### src/source/perf_pkg.sv
package perf_pkg;

	// event counter width, wraps modulo 2**COUNT_W
	localparam int COUNT_W = 12;

	// hex digits per counter word
	localparam int DIGITS = COUNT_W / 4;

	// one counter word, seen as a number or as hex digits
	typedef union packed {
		logic [COUNT_W-1:0]     value;    // arithmetic view
		logic [DIGITS-1:0][3:0] nibbles;  // [DIGITS-1] is the most significant digit
	} count_word_u;

	// report layout: letter, miss digits, access digits per group
	localparam int GROUP_LEN  = 1 + 2 * DIGITS;
	localparam int NUM_GROUPS = 3;
	localparam int REPORT_LEN = NUM_GROUPS * GROUP_LEN;  // 21 characters

	// group letters
	localparam logic [7:0] GROUP_CHAR_L1I = 8'h61;  // a
	localparam logic [7:0] GROUP_CHAR_L1D = 8'h62;  // b
	localparam logic [7:0] GROUP_CHAR_L2  = 8'h63;  // c

	// ascii bases for hex digit conversion
	localparam logic [7:0] ASCII_ZERO    = 8'h30;
	localparam logic [7:0] ASCII_UPPER_A = 8'h41;

endpackage

### src/source/event_edge_decode.sv
`timescale 1ns/1ps

module event_edge_decode (
	input  logic clk,
	input  logic rstn,
	input  logic read_l1i_i,
	input  logic miss_l1i_i,
	input  logic read_l1d_i,
	input  logic write_l1d_i,
	input  logic miss_l1d_i,
	input  logic read_l2_i,
	input  logic write_l2_i,
	input  logic miss_l2_i,
	input  logic report_req_i,
	output logic ev_l1i_rd_o,
	output logic ev_l1i_miss_o,
	output logic ev_l1d_rd_o,
	output logic ev_l1d_wr_o,
	output logic ev_l1d_miss_o,
	output logic ev_l2_rd_o,
	output logic ev_l2_wr_o,
	output logic ev_l2_miss_o,
	output logic req_pulse_o
);

	logic [8:0] lvl;
	logic [8:0] lvl_q;
	logic [8:0] rise;

	assign lvl = {report_req_i, miss_l2_i, write_l2_i, read_l2_i,
		miss_l1d_i, write_l1d_i, read_l1d_i, miss_l1i_i, read_l1i_i};

	always_ff @(posedge clk) begin
		if (!rstn) begin
			lvl_q <= '0;
		end else begin
			lvl_q <= lvl;
		end
	end

	assign rise = lvl & ~lvl_q;  // high for one cycle per low-to-high change

	assign ev_l1i_rd_o   = rise[0];
	assign ev_l1i_miss_o = rise[1];
	assign ev_l1d_rd_o   = rise[2];
	assign ev_l1d_wr_o   = rise[3];
	assign ev_l1d_miss_o = rise[4];
	assign ev_l2_rd_o    = rise[5];
	assign ev_l2_wr_o    = rise[6];
	assign ev_l2_miss_o  = rise[7];
	assign req_pulse_o   = rise[8];

endmodule

### src/source/event_counters.sv
`timescale 1ns/1ps

module event_counters (
	input  logic                  clk,
	input  logic                  rstn,
	input  logic                  ev_l1i_rd_i,
	input  logic                  ev_l1i_miss_i,
	input  logic                  ev_l1d_rd_i,
	input  logic                  ev_l1d_wr_i,
	input  logic                  ev_l1d_miss_i,
	input  logic                  ev_l2_rd_i,
	input  logic                  ev_l2_wr_i,
	input  logic                  ev_l2_miss_i,
	input  logic                  snap_i,
	output perf_pkg::count_word_u l1i_miss_o,
	output perf_pkg::count_word_u l1i_acc_o,
	output perf_pkg::count_word_u l1d_miss_o,
	output perf_pkg::count_word_u l1d_acc_o,
	output perf_pkg::count_word_u l2_miss_o,
	output perf_pkg::count_word_u l2_acc_o
);

	import perf_pkg::*;

	localparam int NUM_EV   = 8;
	localparam int L1I_RD   = 0;
	localparam int L1I_MISS = 1;
	localparam int L1D_RD   = 2;
	localparam int L1D_WR   = 3;
	localparam int L1D_MISS = 4;
	localparam int L2_RD    = 5;
	localparam int L2_WR    = 6;
	localparam int L2_MISS  = 7;

	logic [NUM_EV-1:0]              ev;
	logic [NUM_EV-1:0][COUNT_W-1:0] cnt;
	logic [NUM_EV-1:0][COUNT_W-1:0] cnt_nxt;
	count_word_u                    l1d_sum;
	count_word_u                    l2_sum;

	assign ev = {ev_l2_miss_i, ev_l2_wr_i, ev_l2_rd_i, ev_l1d_miss_i,
		ev_l1d_wr_i, ev_l1d_rd_i, ev_l1i_miss_i, ev_l1i_rd_i};

	always_comb begin
		for (int i = 0; i < NUM_EV; i++) begin
			cnt_nxt[i] = cnt[i] + COUNT_W'(ev[i]);  // wraps at 4096
		end
	end

	always_ff @(posedge clk) begin
		if (!rstn) begin
			cnt <= '0;
		end else begin
			cnt <= cnt_nxt;
		end
	end

	// totals taken from the next values so a same-cycle event lands in the snapshot
	assign l1d_sum.value = cnt_nxt[L1D_RD] + cnt_nxt[L1D_WR];
	assign l2_sum.value  = cnt_nxt[L2_RD] + cnt_nxt[L2_WR];

	always_ff @(posedge clk) begin
		if (snap_i) begin
			l1i_miss_o.value <= cnt_nxt[L1I_MISS];
			l1i_acc_o.value  <= cnt_nxt[L1I_RD];
			l1d_miss_o.value <= cnt_nxt[L1D_MISS];
			l1d_acc_o        <= l1d_sum;
			l2_miss_o.value  <= cnt_nxt[L2_MISS];
			l2_acc_o         <= l2_sum;
		end
	end

endmodule

### src/source/report_formatter.sv
`timescale 1ns/1ps

module report_formatter (
	input  logic                  clk,
	input  logic                  rstn,
	input  logic                  req_pulse_i,
	input  perf_pkg::count_word_u l1i_miss_i,
	input  perf_pkg::count_word_u l1i_acc_i,
	input  perf_pkg::count_word_u l1d_miss_i,
	input  perf_pkg::count_word_u l1d_acc_i,
	input  perf_pkg::count_word_u l2_miss_i,
	input  perf_pkg::count_word_u l2_acc_i,
	input  logic                  tx_busy_i,
	output logic                  snap_o,
	output logic                  report_busy_o,
	output logic                  tx_start_o,
	output logic [7:0]            tx_data_o
);

	import perf_pkg::*;

	localparam int IDX_W = $clog2(REPORT_LEN);

	localparam logic [1:0] S_IDLE = 2'd0;
	localparam logic [1:0] S_SEND = 2'd1;  // wait for a free transmitter, then start
	localparam logic [1:0] S_WAIT = 2'd2;  // character on the line

	logic [1:0]       state;
	logic [IDX_W-1:0] idx;
	logic [1:0]       grp;
	logic [2:0]       pos;
	logic [1:0]       digit_sel;
	logic [3:0]       nibble;
	logic [7:0]       group_char;
	count_word_u      miss_word;
	count_word_u      acc_word;

	function automatic logic [7:0] hex_ascii(input logic [3:0] n);
		if (n < 4'd10) begin
			return ASCII_ZERO + 8'(n);
		end
		return ASCII_UPPER_A + 8'(n - 4'd10);
	endfunction

	// character index to group and position inside the group
	always_comb begin
		if (idx < IDX_W'(GROUP_LEN)) begin
			grp = 2'd0;
			pos = 3'(idx);
		end else if (idx < IDX_W'(2 * GROUP_LEN)) begin
			grp = 2'd1;
			pos = 3'(idx - IDX_W'(GROUP_LEN));
		end else begin
			grp = 2'd2;
			pos = 3'(idx - IDX_W'(2 * GROUP_LEN));
		end
	end

	always_comb begin
		case (grp)
			2'd0: begin
				group_char = GROUP_CHAR_L1I;
				miss_word  = l1i_miss_i;
				acc_word   = l1i_acc_i;
			end
			2'd1: begin
				group_char = GROUP_CHAR_L1D;
				miss_word  = l1d_miss_i;
				acc_word   = l1d_acc_i;
			end
			default: begin
				group_char = GROUP_CHAR_L2;
				miss_word  = l2_miss_i;
				acc_word   = l2_acc_i;
			end
		endcase
	end

	// miss digits first, then access digits, msd first
	always_comb begin
		if (pos == 3'd0) begin
			digit_sel = 2'd0;
			nibble    = 4'd0;
		end else if (pos <= 3'(DIGITS)) begin
			digit_sel = 2'(DIGITS - int'(pos));
			nibble    = miss_word.nibbles[digit_sel];
		end else begin
			digit_sel = 2'(2 * DIGITS - int'(pos));
			nibble    = acc_word.nibbles[digit_sel];
		end
	end

	assign tx_data_o     = (pos == 3'd0) ? group_char : hex_ascii(nibble);
	assign snap_o        = (state == S_IDLE) && req_pulse_i;
	assign tx_start_o    = (state == S_SEND) && !tx_busy_i;
	assign report_busy_o = (state != S_IDLE);

	always_ff @(posedge clk) begin
		if (!rstn) begin
			state <= S_IDLE;
			idx   <= '0;
		end else begin
			case (state)
				S_IDLE: begin
					if (snap_o) begin
						state <= S_SEND;
						idx   <= '0;
					end
				end
				S_SEND: begin
					if (tx_start_o) begin
						state <= S_WAIT;
					end
				end
				S_WAIT: begin
					if (!tx_busy_i) begin  // stop bit done
						if (idx == IDX_W'(REPORT_LEN - 1)) begin
							state <= S_IDLE;
						end else begin
							idx   <= idx + 1'b1;
							state <= S_SEND;
						end
					end
				end
				default: state <= S_IDLE;
			endcase
		end
	end

endmodule

### src/source/uart_tx.sv
`timescale 1ns/1ps

module uart_tx #(
	parameter int CLKS_PER_BIT = 868
) (
	input  logic       clk,
	input  logic       rstn,
	input  logic       start_i,
	input  logic [7:0] data_i,
	output logic       txd_o,
	output logic       busy_o
);

	localparam int CNT_W = $clog2(CLKS_PER_BIT + 1);

	logic [CNT_W-1:0] clk_cnt;
	logic [3:0]       bit_idx;  // 0 start, 1..8 data, 9 stop
	logic [7:0]       shreg;

	always_ff @(posedge clk) begin
		if (!rstn) begin
			txd_o   <= 1'b1;
			busy_o  <= 1'b0;
			clk_cnt <= '0;
			bit_idx <= '0;
		end else if (!busy_o) begin
			txd_o <= 1'b1;
			if (start_i) begin
				txd_o   <= 1'b0;  // start bit
				busy_o  <= 1'b1;
				clk_cnt <= '0;
				bit_idx <= '0;
			end
		end else if (clk_cnt == CNT_W'(CLKS_PER_BIT - 1)) begin
			clk_cnt <= '0;
			if (bit_idx == 4'd9) begin
				busy_o <= 1'b0;
			end else begin
				bit_idx <= bit_idx + 4'd1;
				if (bit_idx == 4'd8) begin
					txd_o <= 1'b1;  // stop bit
				end else begin
					txd_o <= shreg[0];  // lsb first
				end
			end
		end else begin
			clk_cnt <= clk_cnt + 1'b1;
		end
	end

	// data path
	always_ff @(posedge clk) begin
		if (!busy_o && start_i) begin
			shreg <= data_i;
		end else if (busy_o && clk_cnt == CNT_W'(CLKS_PER_BIT - 1) && bit_idx < 4'd8) begin
			shreg <= shreg >> 1;
		end
	end

endmodule

### src/source/cache_perf_monitor.sv
`timescale 1ns/1ps

module cache_perf_monitor #(
	parameter int CLKS_PER_BIT = 868
) (
	input  logic clk,
	input  logic rstn,
	input  logic read_l1i_i,
	input  logic miss_l1i_i,
	input  logic read_l1d_i,
	input  logic write_l1d_i,
	input  logic miss_l1d_i,
	input  logic read_l2_i,
	input  logic write_l2_i,
	input  logic miss_l2_i,
	input  logic report_req_i,
	output logic txd_o,
	output logic report_busy_o
);

	import perf_pkg::*;

	logic        ev_l1i_rd;
	logic        ev_l1i_miss;
	logic        ev_l1d_rd;
	logic        ev_l1d_wr;
	logic        ev_l1d_miss;
	logic        ev_l2_rd;
	logic        ev_l2_wr;
	logic        ev_l2_miss;
	logic        req_pulse;
	logic        snap;
	logic        tx_start;
	logic        tx_busy;
	logic [7:0]  tx_data;
	count_word_u l1i_miss;
	count_word_u l1i_acc;
	count_word_u l1d_miss;
	count_word_u l1d_acc;
	count_word_u l2_miss;
	count_word_u l2_acc;

	event_edge_decode i_event_edge_decode (
		.clk           (clk),
		.rstn          (rstn),
		.read_l1i_i    (read_l1i_i),
		.miss_l1i_i    (miss_l1i_i),
		.read_l1d_i    (read_l1d_i),
		.write_l1d_i   (write_l1d_i),
		.miss_l1d_i    (miss_l1d_i),
		.read_l2_i     (read_l2_i),
		.write_l2_i    (write_l2_i),
		.miss_l2_i     (miss_l2_i),
		.report_req_i  (report_req_i),
		.ev_l1i_rd_o   (ev_l1i_rd),
		.ev_l1i_miss_o (ev_l1i_miss),
		.ev_l1d_rd_o   (ev_l1d_rd),
		.ev_l1d_wr_o   (ev_l1d_wr),
		.ev_l1d_miss_o (ev_l1d_miss),
		.ev_l2_rd_o    (ev_l2_rd),
		.ev_l2_wr_o    (ev_l2_wr),
		.ev_l2_miss_o  (ev_l2_miss),
		.req_pulse_o   (req_pulse)
	);

	event_counters i_event_counters (
		.clk           (clk),
		.rstn          (rstn),
		.ev_l1i_rd_i   (ev_l1i_rd),
		.ev_l1i_miss_i (ev_l1i_miss),
		.ev_l1d_rd_i   (ev_l1d_rd),
		.ev_l1d_wr_i   (ev_l1d_wr),
		.ev_l1d_miss_i (ev_l1d_miss),
		.ev_l2_rd_i    (ev_l2_rd),
		.ev_l2_wr_i    (ev_l2_wr),
		.ev_l2_miss_i  (ev_l2_miss),
		.snap_i        (snap),
		.l1i_miss_o    (l1i_miss),
		.l1i_acc_o     (l1i_acc),
		.l1d_miss_o    (l1d_miss),
		.l1d_acc_o     (l1d_acc),
		.l2_miss_o     (l2_miss),
		.l2_acc_o      (l2_acc)
	);

	report_formatter i_report_formatter (
		.clk           (clk),
		.rstn          (rstn),
		.req_pulse_i   (req_pulse),
		.l1i_miss_i    (l1i_miss),
		.l1i_acc_i     (l1i_acc),
		.l1d_miss_i    (l1d_miss),
		.l1d_acc_i     (l1d_acc),
		.l2_miss_i     (l2_miss),
		.l2_acc_i      (l2_acc),
		.tx_busy_i     (tx_busy),
		.snap_o        (snap),
		.report_busy_o (report_busy_o),
		.tx_start_o    (tx_start),
		.tx_data_o     (tx_data)
	);

	uart_tx #(
		.CLKS_PER_BIT (CLKS_PER_BIT)
	) i_uart_tx (
		.clk     (clk),
		.rstn    (rstn),
		.start_i (tx_start),
		.data_i  (tx_data),
		.txd_o   (txd_o),
		.busy_o  (tx_busy)
	);

endmodule

### config.mk
export PLATFORM = sky130hd
export DESIGN_NAME = cache_perf_monitor
export DESIGN_NICKNAME = d
export VERILOG_FILES = /design/src/source/perf_pkg.sv /design/src/source/event_edge_decode.sv /design/src/source/event_counters.sv /design/src/source/report_formatter.sv /design/src/source/uart_tx.sv /design/src/source/cache_perf_monitor.sv
export SDC_FILE = /design/constraint.sdc
export NUM_CORES = 1
export LEC_CHECK = 0
export BUFFER_PORTS_ARGS = -buffer_cell sky130_fd_sc_hd__buf_2
export CORE_AREA = 5 5 186 134
export CTS_BUF_LIST = sky130_fd_sc_hd__clkbuf_2
export CTS_CLUSTER_DIAMETER = 200
export DETAILED_ROUTE_END_ITERATION = 10
export DIE_AREA = 0 0 191 139
export GPL_ROUTABILITY_DRIVEN = 1
export PLACE_DENSITY = 0.73
export SYNTH_ARGS = -nofsm -noshare
export SYNTH_HDL_FRONTEND = slang
export SYNTH_SLANG_ARGS = --single-unit
### constraint.sdc
create_clock -name clk -period 5.1 [get_ports clk]
set_input_delay 1.02 -clock clk [delete_from_list [all_inputs] [get_ports clk]]
set_output_delay 1.02 -clock clk [all_outputs]
set_load 0.05 [all_outputs]
* Word level (Yosys, flattened, before mapping) *
Cells that the tools add are included.

word-level totals
  bits in registers = 208
  output and inout port bits = 2
  word-level logic and storage cells = 125

operators by class
  add/sub/neg operators = 20
  magnitude comparators = 7
  equal/unequal tests = 13
  mux-type cells = 44
  bitwise logic cells = 2
  reduce and logical (&&, ||, !) cells = 17

operator list
  cell                     number
  $add A12 B1 Y12          8
  $pmux W12 S2             2
  $mux W8                  5
  $mux W4                  8
  $mux W10                 3
  $add A12 B12 Y12         2
  $bmux W4 S2              2
  $mux W5                  3
  $mux W1                  11
  $add A10 B1 Y10 const B  1
  $eq A10 B10 Y1 const B   1
  $mux W2                  5
  $ne A2 B2 Y1 const B     5
  $pmux W5 S2              1
  $and A9 B9 Y9            1
  $not A9 Y9               1
  $add A7 B8 Y8 const A    1
  $eq A4 B4 Y1 const B     2
  $lt A4 B4 Y1 const B     2
  $reduce_bool A2 Y1       4
  $add A6 B4 Y7 const A    1
  $lt A2 B3 Y1 const B     2
  $mux W3                  2
  $pmux W2 S3              1
  other kinds (20)         29

* Longest topological paths before layout *
Gate-level depths: netlist of the first run.

  depth in word-level cells = 14
  depth in mapped cells = 22

* By module *
From an unflattened synthesis of the first run, not the netlist that was laid out.

second synthesis, totals
  cells, all modules = 1005
  area, all modules = 10372.4 um^2

modules (own cells, without submodules)
  module             times used  cells an instance  area an instance (um^2)  sequential area each (um^2)
  event_counters     1           612                7238.2                   4083.9
  report_formatter   1           228                1615.3                   140.1
  uart_tx            1           138                1226.2                   560.5
  event_edge_decode  1           27                 292.8                    180.2

* Worst setup path before layout of the first run *
No wires, ideal clock.

  path kind = input to register
  start point = input port report_req_i
  end point = register i_report_formatter.idx[4]
  library setup time = 0.118 ns
  data arrival time = 4.783 ns
  required time = 4.982 ns
  setup slack = 0.199 ns
  stages = 4
  path buffers = 0
  path through = nor2b_1 nor2b_1 nand2b_1 nor2_1

between the ends
  cells in the longest elaborated chain, start to end = 4

RTL lines
  element                            line                      text
  start: declaration                 cache_perf_monitor.sv:16  input logic report_req_i,
  $and A9 B9 Y9                      event_edge_decode.sv:41   assign rise = lvl & ~lvl_q;
  $logic_and A1 B1 Y1                report_formatter.sv:94    assign snap_o = (state == S_IDLE) && req_pulse_i;
  named net i_event_counters.snap_i  event_counters.sv:14      input logic snap_i,
  $ne A2 B2 Y1 (no line)             --
  $reduce_and A4 Y1 (no line)        --
  end signal: assignment             report_formatter.sv:120   idx <= idx + 1'b1;
  end: declaration                   report_formatter.sv:29    logic [IDX_W-1:0] idx;

The timed path passes the listed nets, and every way through them passes these cells.
A chain may end at the register's enable or synchronous reset.

* Worst setup path in the final report of the first run *
  start point = register i_report_formatter.idx[1]
  end point = register i_uart_tx.shreg[1], data pin

between the ends
  cells in the longest elaborated chain, start to end = 14
  elaborated cells on any way between the ends = 32

RTL lines
  element                                           line                                            text
  $lt A5 B4 Y1                                      report_formatter.sv:50                          end else if (idx < IDX_W'(2 * GROUP_LEN)) begin
  $mux W2                                           report_formatter.sv:50
  $mux W2                                           report_formatter.sv:47                          if (idx < IDX_W'(GROUP_LEN)) begin
  $eq A2 B1 Y1 or $logic_not A2 Y1 (tied branches)  report_formatter.sv:60                          case (grp)
  $pmux W12 S2                                      report_formatter.sv:60
  $bmux W4 S2, on equally long branches             report_formatter.sv:89, report_formatter.sv:86
  $mux W4, on equally long branches                 report_formatter.sv:89, report_formatter.sv:86
  $mux W4                                           report_formatter.sv:84                          end else if (pos <= 3'(DIGITS)) begin
  $mux W4                                           report_formatter.sv:81                          if (pos == 3'd0) begin
  $sub A4 B4 Y5, or another cell as far along       report_formatter.sv:42                          return ASCII_UPPER_A + 8'(n - 4'd10);
  $add A7 B8 Y8, or another cell as far along       report_formatter.sv:42
  $mux W8                                           report_formatter.sv:42
  $mux W8 (*)                                       report_formatter.sv:93                          assign tx_data_o = (pos == 3'd0) ? group_char : hex_ascii(nibble);
  $mux W8 (*)                                       uart_tx.sv:53                                   if (!busy_o && start_i) begin
  end signal: assignment                            uart_tx.sv:54                                   shreg <= data_i;
  end signal: assignment                            uart_tx.sv:56                                   shreg <= shreg >> 1;
  end: declaration                                  uart_tx.sv:18                                   logic [7:0] shreg;

Mark *: on every way between the ends. The rest lies on a longest branch, timed or not. The select of a mux whose other input is x is not followed.

==> results.yml, run 1 <==
clock_network:
  cts_buffers: 50
  worst_skew_pair.late_latency_ps: 820
  cts_setup_buffers: 0
  cts-root-buf: "clkbuf_2"
  clock_path_buffers: 3
  cts_tree: "yes"
  postCtsHoldBufs: 0
  cts_resized: 0
  clk_pin_slew_worst_paths_ps: 100
  ctsHtreeMaxLevel: 2
  cts_num_sinks: 207
run:
  maxCapViolCount: 0
global_routing:
  grt_max_degree: 127
  overflow: 0
  grt_first_pass_wirelength_mm: 34.0
  grt_usage_pct: 15.6
  grt_pass1_vias: 6700
  antenna_found_initial: 1
power_and_ir_drop:
  swShare_pct: 26.8
  power_mw: 3.11
  powerDensity_nw_per_um2: 284
  pwr-share-clk_pct: 34.6
  p_seq_share_pct: 58.9
  power.switching_mw: 0.833
  ir_drop_mv: 0.184
  p_leak_nw: 4.41
  p_int_mw: 2.27
  comb_power_share_pct: 6.6
placed_design:
  dp_slack_ps: 688
  placed_area_sq_um: 10500
  gp_congestion: 0.895
  numPortBuffers: 12
  dp_hpwl_mm: 14.2
setup_path:
  r2r-start: "i_report_formatter.idx[1]"
  cp_data_arrival_time_ps: 5080
  rr_worst_depth: 16
  r2r-end: "i_uart_tx.shreg[1]"
  crit_path_max_fanout: 25
  crit_type: "reg -> reg"
  crit_required_ps: 5630
  end_kind: "flop"
  startpoint_type: "flop"
  reg2reg_slack_ps: 550
route:
  drc_errors: 0
  routed_wl_mm: 20.4
  route.met3.wl_mm: 1.35
  firstDrtPassIters: 6
  vias: 7037
  first_iter_violations: 493
  highest_layer: "met4"
  ant_nets: 0
  wl_per_cell_microns: 14.9
  wl_met1_mm: 10.4
  met2_length_mm: 8.23
  via_per_inst: 5.14
sta:
  finalWorstSetupSlack_ps: 552
  finalCritPeriodShare_pct: 89.2
  worstMarginPinSlew_ps: 1110
  finalClockSkew_ps: 61.1
  max_slew_margin_pct: 25.9
  period_minus_slack_ps: 4550
  hold_viol_final: 0
  slew_violations: 0
  setup_violations: 0
  rsz0062_at_grt: "false"
  fmax_ghz: 0.220
  fin_tns_setup_ps: 0
yosys:
  ys_seq_elements: 207
  synth.area.top_cells: "dfxtp_1, edfxtp_1, and2_1"
  synth_seq_area_share_pct: 48.6
  synth_top_area_cell: "dfxtp_1"
  mappedNetlistNets: 1040
  syn_avg_cell_area_sq_um: 10.4
  yosysUniqueCellTypes: 81
  yosysWarnings: 0
  synth_area_sq_um: 10200
  async_flop_share_pct: 0
  synthFlopType: "dfxtp_1"
  syn_inst: 977
  yosysTopAreaCellShare_pct: 25.2
  synth_edf_count: 79
finish:
  final_layout_size_suffix_gt1_share_pct: 11.7
  area_growth_pct: 7.81
  finish.instance_area_sq_um: 10900
  nNetsFinal: 1073
min_path:
  hold-path-cell-count: 2
  min_from: "miss_l2_i"
  hold_path_class: "in -> reg"
  holdPathEnd: "i_event_edge_decode.lvl_q[7]"
floorplanning:
  die_w_microns: 191
  dieArea_sq_um: 26500
  core_area_sq_um: 23100
  dieHeight_microns: 139
  io_pins: 13
  rows: 47
  start_util_pct: 43.9
status:
  status: "completed"
## worst max path at each step
stage                                      to  slack (ps)                       from  cells after the start
finish                     i_uart_tx.shreg[1]         550  i_report_formatter.idx[1]                     16
global route               i_uart_tx.shreg[1]         150  i_report_formatter.idx[1]                     16
CTS                        i_uart_tx.shreg[1]         640  i_report_formatter.idx[0]                     17
detailed placement         i_uart_tx.shreg[1]         690  i_report_formatter.idx[1]                     16
global placement           i_uart_tx.shreg[1]         760  i_report_formatter.idx[1]                     16
floorplan           i_report_formatter.idx[4]         200               report_req_i                      4
## cell families (layout without fill, tap and decap cells)
kind of cell	count (synthesis)	in the layout	synth area share, %
flops	207	207	48.6
mux	10	10	1.02
compound gates	155	155	11.1
other cells	0	1	0
simple gates	385	385	21.0
buf+inv	63	137	2.74
xor+xnor	105	105	9.06
fa+ha+maj	52	52	6.56
## worst max-delay path, cell delays in order (launching register included)
cell       delay (ps)
dfxtp_1           460
ha_1              770
and3b_1           320
a2111oi_4          70
nor2_4            230
inv_1              70
ha_1              370
a2111oi_0         380
a21oi_1            70
a32oi_1           250
nand2_1           130
ha_1              230
inv_1              60
ha_1              340
mux2i_1           250
a21oi_1            90
a21o_1            160
## registers in the layout, summed over array words and instances (netlist names)
| name | count |
|---|---|
| i_event_counters.cnt | 96 |
| i_event_counters.l1d_acc_o | 12 |
| i_event_counters.l1d_miss_o | 12 |
| i_event_counters.l1i_acc_o | 12 |
| i_event_counters.l1i_miss_o | 12 |
| i_event_counters.l2_acc_o | 12 |
| i_event_counters.l2_miss_o | 12 |
| i_event_edge_decode.lvl_q | 9 |
| i_report_formatter.idx | 5 |
| i_report_formatter.state | 2 |
| i_uart_tx.bit_idx | 4 |
| i_uart_tx.busy_o | 1 |
| i_uart_tx.clk_cnt | 10 |
| i_uart_tx.shreg | 7 |
| i_uart_tx.txd_o | 1 |
## area by class of cell
class	instances	area (sq um)
timing repair buffer	16	103
sequential	207	4930
clock buffer	78	390
tap	318	398
antenna	1	2.50
clock inverter	15	65.1
inverter	28	105
multi-input combinational	707	4950
fill	2168	12200
## placed cells by master (no fill, tap or decap), types with 5 or more instances in the layout
master / count
and3_1: 28
a21oi_1: 21
nor2_1: 45
dfxtp_1: 128
ha_1: 50
nor3_1: 11
inv_1: 26
buf_2: 12
o21ai_0: 37
a21o_1: 6
clkbuf_2: 78
o22ai_1: 13
mux2i_1: 7
edfxtp_1: 79
a31oi_1: 5
nand3_1: 60
xor2_1: 34
nand2_1: 52
nand4_1: 6
nand2b_1: 11
nor2b_1: 24
clkinv_1: 10
and2_1: 117
a21boi_0: 9
xnor2_1: 71
## power by group through the flow
| stage | clock network, mW | registers (mW) | logic [mW] |
|---|---|---|---|
| after CTS | 1.13 | 1.83 | 0.206 |
| after global routing | 1.23 | 1.84 | 0.232 |
| after floorplan | 0 | 1.85 | 0.150 |
| final | 1.07 | 1.83 | 0.204 |
| after detailed placement | 0 | 1.87 | 0.205 |
| after global placement | 0 | 1.87 | 0.199 |
## synthesized netlist by cell type (all sizes together) (4+ instances only)
| master | number |
|---|---|
| and3 | 28 |
| o221ai | 4 |
| a21boi | 9 |
| nand3 | 61 |
| nand4 | 6 |
| buf | 13 |
| mux2i | 7 |
| a21oi | 23 |
| a2111oi | 4 |
| o21ai | 38 |
| dfxtp | 128 |
| or4 | 4 |
| clkbuf | 22 |
| nor4 | 4 |
| xnor2 | 71 |
| ha | 50 |
| o21a | 4 |
| a21o | 6 |
| a211oi | 6 |
| nand2 | 52 |
| o22ai | 13 |
| o211ai | 5 |
| and2 | 117 |
| nor2b | 25 |
| edfxtp | 79 |
| a31oi | 5 |
| inv | 27 |
| nand2b | 11 |
| nor3 | 13 |
| nor2 | 47 |
| xor2 | 34 |
| a221oi | 4 |
## metrics by stage
stage | instances | util, % | hold slack, ps
2_1_floorplan | 977 | - | 466
3_3_place_gp | 1276 | 45.4 | 470
3_5_place_dp | 1276 | 45.4 | 478
4_1_cts | 1369 | 47.4 | 305
5_1_grt | 1370 | 47.4 | 315
6_report | 1370 | 47.4 | 418
## routing by layer
| metal | track usage (%) | vias to the layer above |
|---|---|---|
| li1 | - | 3573 |
| met1 | 23.5 | 3232 |
| met2 | 21.5 | 186 |
| met3 | 4.38 | 46 |
| met4 | 5.10 | 0 |
| met5 | 0 | - |
Note: power is estimated with default switching activity, not from simulation.
==> inputs of run 2 (changes only) <==
--- a/config.mk
+++ b/config.mk
@@ -12,7 +12,7 @@
 export DETAILED_ROUTE_END_ITERATION = 10
 export DIE_AREA = 0 0 191 139
 export GPL_ROUTABILITY_DRIVEN = 1
-export PLACE_DENSITY = 0.73
+export PLACE_DENSITY = 0.71
 export SYNTH_ARGS = -nofsm -noshare
 export SYNTH_HDL_FRONTEND = slang
 export SYNTH_SLANG_ARGS = --single-unit
==> constraint.sdc (replaced) <==
create_clock -name clk -period 5.31 [get_ports clk]
set_input_delay 1.062 -clock clk [delete_from_list [all_inputs] [get_ports clk]]
set_output_delay 1.062 -clock clk [all_outputs]
set_load 0.05 [all_outputs]
==> run 2 against run 1 <==
Net effect: critical path depth stayed put; worst hold slack better by 18 ps; final area is 0.23% lower; non-clock buffer count is 1 lower; core utilization is 0.11 points lower; clock power is 7% lower; register-to-register slack better by 190 ps; combinational power is 4% lower; global-route usage hardly changed; final cell count is 0.22% lower; sequential cell count stayed put; sequential share of layout area is 0.10 points higher; largest power group unchanged.
==> results.yml, run 2 (synthesis gave the netlist of run 1 again) <==
setup_path:
  crit_path_start: "i_report_formatter.idx[1]"
  cp_data_arrival_time_ps: 5130
  crit_path_max_fanout: 25
  r2r-start: "i_report_formatter.idx[1]"
  reg2reg_slack_ps: 750
  end_kind: "flop"
  crit_required_ps: 5880
  crit_type: "reg -> reg"
  startpoint_type: "flop"
finish:
  final_layout_size_suffix_gt1_share_pct: 10.7
  largest_register_ffs: 96
  finish.instance_area_sq_um: 10900
  nFillCells: 2129
  multi_input_area_sq_um: 4950
  area_growth_pct: 7.57
  seq_area_sq_um: 4930
  fin_util_pct: 47.3
  nNetsFinal: 1071
  top_register: "i_event_counters.cnt"
  final_cell_mix: "dfxtp_1, and2_1, edfxtp_1, xnor2_1, clkbuf_2"
  layout_commonest_cell: "dfxtp_1"
floorplanning:
  die_w_microns: 191
  dieHeight_microns: 139
  start_util_pct: 43.9
  dieArea_sq_um: 26500
  io_pins: 13
  core_area_sq_um: 23100
  rows: 47
sta:
  finalClockSkew_ps: 56.4
  finalCritPeriodShare_pct: 86.0
  period_minus_slack_ps: 4560
  holdWs_ps: 436
  finalWorstSetupSlack_ps: 746
  fin_tns_setup_ps: 0
  rsz0062_at_grt: "false"
  max_slew_margin_pct: 22.6
  worstMarginPinSlew_ps: 1160
  setup_violations: 0
  slew_violations: 0
  fmax_ghz: 0.219
  hold_viol_final: 0
clock_network:
  postCtsHoldBufs: 0
  worst_skew_pair.late_latency_ps: 830
  cts_setup_buffers: 0
  cts_tree: "yes"
  clk_pin_slew_worst_paths_ps: 120
  cts-root-buf: "clkbuf_2"
  ctsHtreeMaxLevel: 2
  cts_buffers: 49
  clock_path_buffers: 3
  cts_resized: 0
  cts_num_sinks: 207
route:
  drc_errors: 0
  vias: 7032
  routed_wl_mm: 20.3
  via_per_inst: 5.14
  first_iter_violations: 465
  firstDrtPassIters: 5
  ant_nets: 0
  wl_per_cell_microns: 14.9
placed_design:
  numPortBuffers: 12
  dp_hpwl_mm: 14.1
  gp_congestion: 0.889
  placed_area_sq_um: 10500
  dp_slack_ps: 804
global_routing:
  grt_max_degree: 72
  antenna_found_initial: 1
  overflow: 0
  grt_pass1_vias: 6724
  grt_usage_pct: 15.7
  grt_first_pass_wirelength_mm: 34.2
run:
  maxCapViolCount: 0
power_and_ir_drop:
  p_leak_nw: 4.37
  powerDensity_nw_per_um2: 270
  ir_drop_mv: 0.148
status:
  status: "completed"
min_path:
  hold_path_class: "in -> reg"
  min_from: "write_l2_i"
run 2: cell count changes in the layout (fill, tap and decap cells not counted), sizes merged:
cell / delta
buf: -1
clkbuf: -10
clkinv: +7
clkinvlp: +1
diode: +1
inv: -1
run 2: metrics by stage:
step,power [mW],cells
6_report,2.95,1367
5_1_grt,3.13,1367
4_1_cts,3.01,1365
3_5_place_dp,1.99,1275
3_3_place_gp,1.99,1275
2_1_floorplan,1.92,977
run 2: final cells by class:
cell class	instances	share of cell area, %
Inverter	28	0.962
Tap cell	318	3.64
Antenna cell	2	0.0458
Multi-Input combinational cell	707	45.3
Timing Repair Buffer	15	0.871
Clock inverter	22	0.871
Clock buffer	68	3.12
Sequential cell	207	45.2
run 2: layer usage:
layer	track usage, %	wire length (microns)	up-vias
li1	-	-	3576
met1	24.3	10400	3254
met2	21.5	8130	170
met3	3.80	1480	32
met4	4.65	343	0
met5	0	0	-
run 2: worst paths after layout:
kind,cells past startpoint,end
setup / recovery,16,i_uart_tx.shreg[1]
hold / removal,2,i_event_edge_decode.lvl_q[6]
setup reg to reg,16,i_uart_tx.shreg[1]
hold reg to reg,2,i_uart_tx.txd_o
run 2: critical path, stage by stage (launching register included):
cell and delay (ps):
dfxtp_1 470, ha_1 780, and3b_1 320, a2111oi_4 70
nor2_4 250, inv_1 70, ha_1 370, a2111oi_0 390
a21oi_1 80, a32oi_1 270, nand2_1 130, ha_1 230
inv_1 70, ha_1 340, mux2i_1 250, a21oi_1 100
a21o_1 170
run 2: power by group:
group / internal (mW) / total, mW / switching [mW] / leakage [nW]
sequential: 1.72 / 1.76 / 0.0392 / 1.81
combinational: 0.0738 / 0.196 / 0.122 / 2.24
clock: 0.352 / 0.999 / 0.647 / 0.323
==> inputs of run 3 (changes only) <==
--- a/config.mk
+++ b/config.mk
@@ -6,13 +6,14 @@
 export NUM_CORES = 1
 export LEC_CHECK = 0
 export BUFFER_PORTS_ARGS = -buffer_cell sky130_fd_sc_hd__buf_2
-export CORE_AREA = 5 5 186 134
+export CORE_AREA = 5 5 188 136
 export CTS_BUF_LIST = sky130_fd_sc_hd__clkbuf_2
 export CTS_CLUSTER_DIAMETER = 200
 export DETAILED_ROUTE_END_ITERATION = 10
-export DIE_AREA = 0 0 191 139
+export DIE_AREA = 0 0 193 141
 export GPL_ROUTABILITY_DRIVEN = 1
-export PLACE_DENSITY = 0.71
+export PLACE_DENSITY = 0.7
 export SYNTH_ARGS = -nofsm -noshare
 export SYNTH_HDL_FRONTEND = slang
+export SYNTH_HIERARCHICAL = 1
 export SYNTH_SLANG_ARGS = --single-unit
==> run 3 against run 2 <==
Net effect: synthesized area grew 2.2%; worst hold slack gained 3.7 ps; die area grew 2.5%; core utilization shrank 0.13 points; largest power group unchanged.
==> results.yml, run 3 <==
power_and_ir_drop:
  ir_drop_mv: 0.175
  powerDensity_nw_per_um2: 281
  p_leak_nw: 4.59
yosys:
  yosysWarnings: 6
  synth_seq_area_share_pct: 47.9
  synth.most_common_cell: "dfxtp_1"
  synth.area.top_cells: "dfxtp_1, edfxtp_1, and2_1"
  syn_avg_cell_area_sq_um: 10.3
  yosysUniqueCellTypes: 83
  yosysTopAreaCellShare_pct: 24.7
  synth_area_sq_um: 10400
  synthFlopType: "dfxtp_1"
  async_flop_share_pct: 0
  mappedNetlistNets: 1070
  ys_seq_elements: 208
  synth_top_area_cell: "dfxtp_1"
  synth_common_cells: "dfxtp_1, and2_1, edfxtp_1"
  synth_edf_count: 80
  syn_inst: 1005
sta:
  slew_violations: 0
  finalClockSkew_ps: 55.1
  worstMarginPinSlew_ps: 1150
  max_slew_margin_pct: 22.3
  fmax_ghz: 0.209
  finalCritPeriodShare_pct: 89.9
  setup_violations: 0
  hold_viol_final: 0
  holdWs_ps: 440
  rsz0062_at_grt: "false"
  period_minus_slack_ps: 4770
  fin_tns_setup_ps: 0
clock_network:
  cts-root-buf: "clkbuf_2"
  ctsHtreeMaxLevel: 2
  clk_pin_slew_worst_paths_ps: 110
  cts_buffers: 50
  cts_tree: "yes"
  clock_path_buffers: 3
  worst_skew_pair.late_latency_ps: 820
  postCtsHoldBufs: 0
  cts_num_sinks: 208
floorplanning:
  start_util_pct: 43.5
  core_area_sq_um: 23800
  die_w_microns: 193
  rows: 48
  dieHeight_microns: 141
  io_pins: 13
  dieArea_sq_um: 27200
route:
  ant_nets: 0
  drc_errors: 0
  vias: 7295
  firstDrtPassIters: 5
  first_iter_violations: 579
  routed_wl_mm: 21.4
  via_per_inst: 5.18
  wl_per_cell_microns: 15.2
global_routing:
  grt_usage_pct: 15.9
  antenna_found_initial: 0
  grt_max_degree: 95
  grt_pass1_vias: 6988
  grt_first_pass_wirelength_mm: 35.6
  overflow: 0
placed_design:
  dp.cells: 1314
  numPortBuffers: 12
  dp_hpwl_mm: 14.7
  gp_congestion: 0.851
  placed_area_sq_um: 10700
setup_path:
  crit_path_max_incr_delay_ps: 500
  reg2reg_slack_ps: 540
  crit_required_ps: 5870
  critPathTopFamily: "compound AO/OA/AOI/OAI gates"
  crit_buf_inv: 2
  crit_slowest_cell: "dfxtp_1"
  r2r-end: "i_uart_tx/shreg[4]"
  r2r-start: "i_report_formatter/idx[1]"
  end_kind: "flop"
  crit_path_max_fanout: 20
  crit_type: "reg -> reg"
  startpoint_type: "flop"
  path_cells: "ha_2 -> nand2_1 -> a211oi_1 -> nor2b_1 -> buf_4 -> ha_1 -> o21ai_0 -> a2111oi_0 -> a21oi_1 -> a221o_1 -> ha_1 -> inv_1 -> ha_1 -> o21ai_0 -> a21oi_1 -> mux2i_1 -> o311a_1 -> nand2_1 -> nand2_1"
  cp_data_arrival_time_ps: 5340
  rr_worst_depth: 19
finish:
  top_register: "i_event_counters/cnt"
  largest_register_ffs: 96
  layout_commonest_cell: "dfxtp_1"
  area_growth_pct: 8.32
  nNetsFinal: 1106
  diodes: 0
  fin_cells: 1407
  finish.instance_area_sq_um: 11200
  final_cell_mix: "dfxtp_1, and2_1, clkbuf_2, edfxtp_1, xnor2_1"
  final_layout_size_suffix_gt1_share_pct: 13.3
run:
  maxCapViolCount: 0
min_path:
  holdPathEnd: "i_event_edge_decode/lvl_q[7]"
  hold_path_class: "in -> reg"
  hold-path-cell-count: 2
  min_from: "miss_l2_i"
status:
  status: "completed"
==> run 3: worst max path at each step <==
| stage | from | endpoint | slack (ps) | depth (start not counted) |
|---|---|---|---|---|
| after floorplan | report_req_i | i_event_counters/l1d_acc_o[0] | 530 | 3 |
| after detailed placement | i_report_formatter/idx[1] | i_uart_tx/shreg[4] | 420 | 19 |
| after global routing | i_report_formatter/idx[1] | i_uart_tx/shreg[4] | 160 | 19 |
| after CTS | i_report_formatter/idx[1] | i_uart_tx/shreg[4] | 410 | 19 |
| final | i_report_formatter/idx[1] | i_uart_tx/shreg[4] | 540 | 19 |
| after global placement | i_report_formatter/idx[1] | i_uart_tx/shreg[4] | 690 | 19 |
==> run 3: through the flow <==
stage,power (mW),utilization [%],setup WS [ps]
finish,3.16,47.1,536
floorplan,1.96,-,530
detailed placement,2.04,45.0,415
global placement,2.04,45.0,694
CTS,3.21,47.1,407
global route,3.34,47.1,163
==> run 3: timing repair <==
| item | in CTS | in global routing |
|---|---|---|
| resized for setup | 0 | 1 |
| buffers inserted | 0 | 0 |
| endpoints found under the setup margin | 0 | 2 |
==> run 3: kinds of logic after synthesis <==
family / Yosys count / synth area share [%]
AND/OR/NAND/NOR: 394 / 21.1
flip-flops: 208 / 47.9
AO/OA/AOI/OAI: 149 / 10.1
XOR/XNOR: 109 / 9.20
buffers and inverters: 69 / 2.91
adder cells (fa/ha/maj): 55 / 6.77
multiplexers: 20 / 1.99
other: 1 / 0.0362
==> run 3: final cells by class <==
cell class / count / area (sq um)
Clock buffer: 83 / 415
Clock inverter: 10 / 90.1
Fill cell: 2245 / 12600
Inverter: 35 / 134
Multi-Input combinational cell: 728 / 5120
Sequential cell: 208 / 4960
Tap cell: 325 / 407
Timing Repair Buffer: 18 / 105
==> run 3: layer usage <==
layer,routed length [microns],up-vias,track usage [%],share of wire [%]
li1,-,3673,-,-
met1,11200,3385,24.9,52
met2,8280,196,21.1,39
met3,1520,41,4.18,7.1
met4,387,0,5.03,1.8
met5,0,-,0,0
==> run 3: power breakdown <==
part,internal (mW),switching [mW]
logic,0.0865,0.155
clock network,0.504,0.651
registers,1.73,0.0372
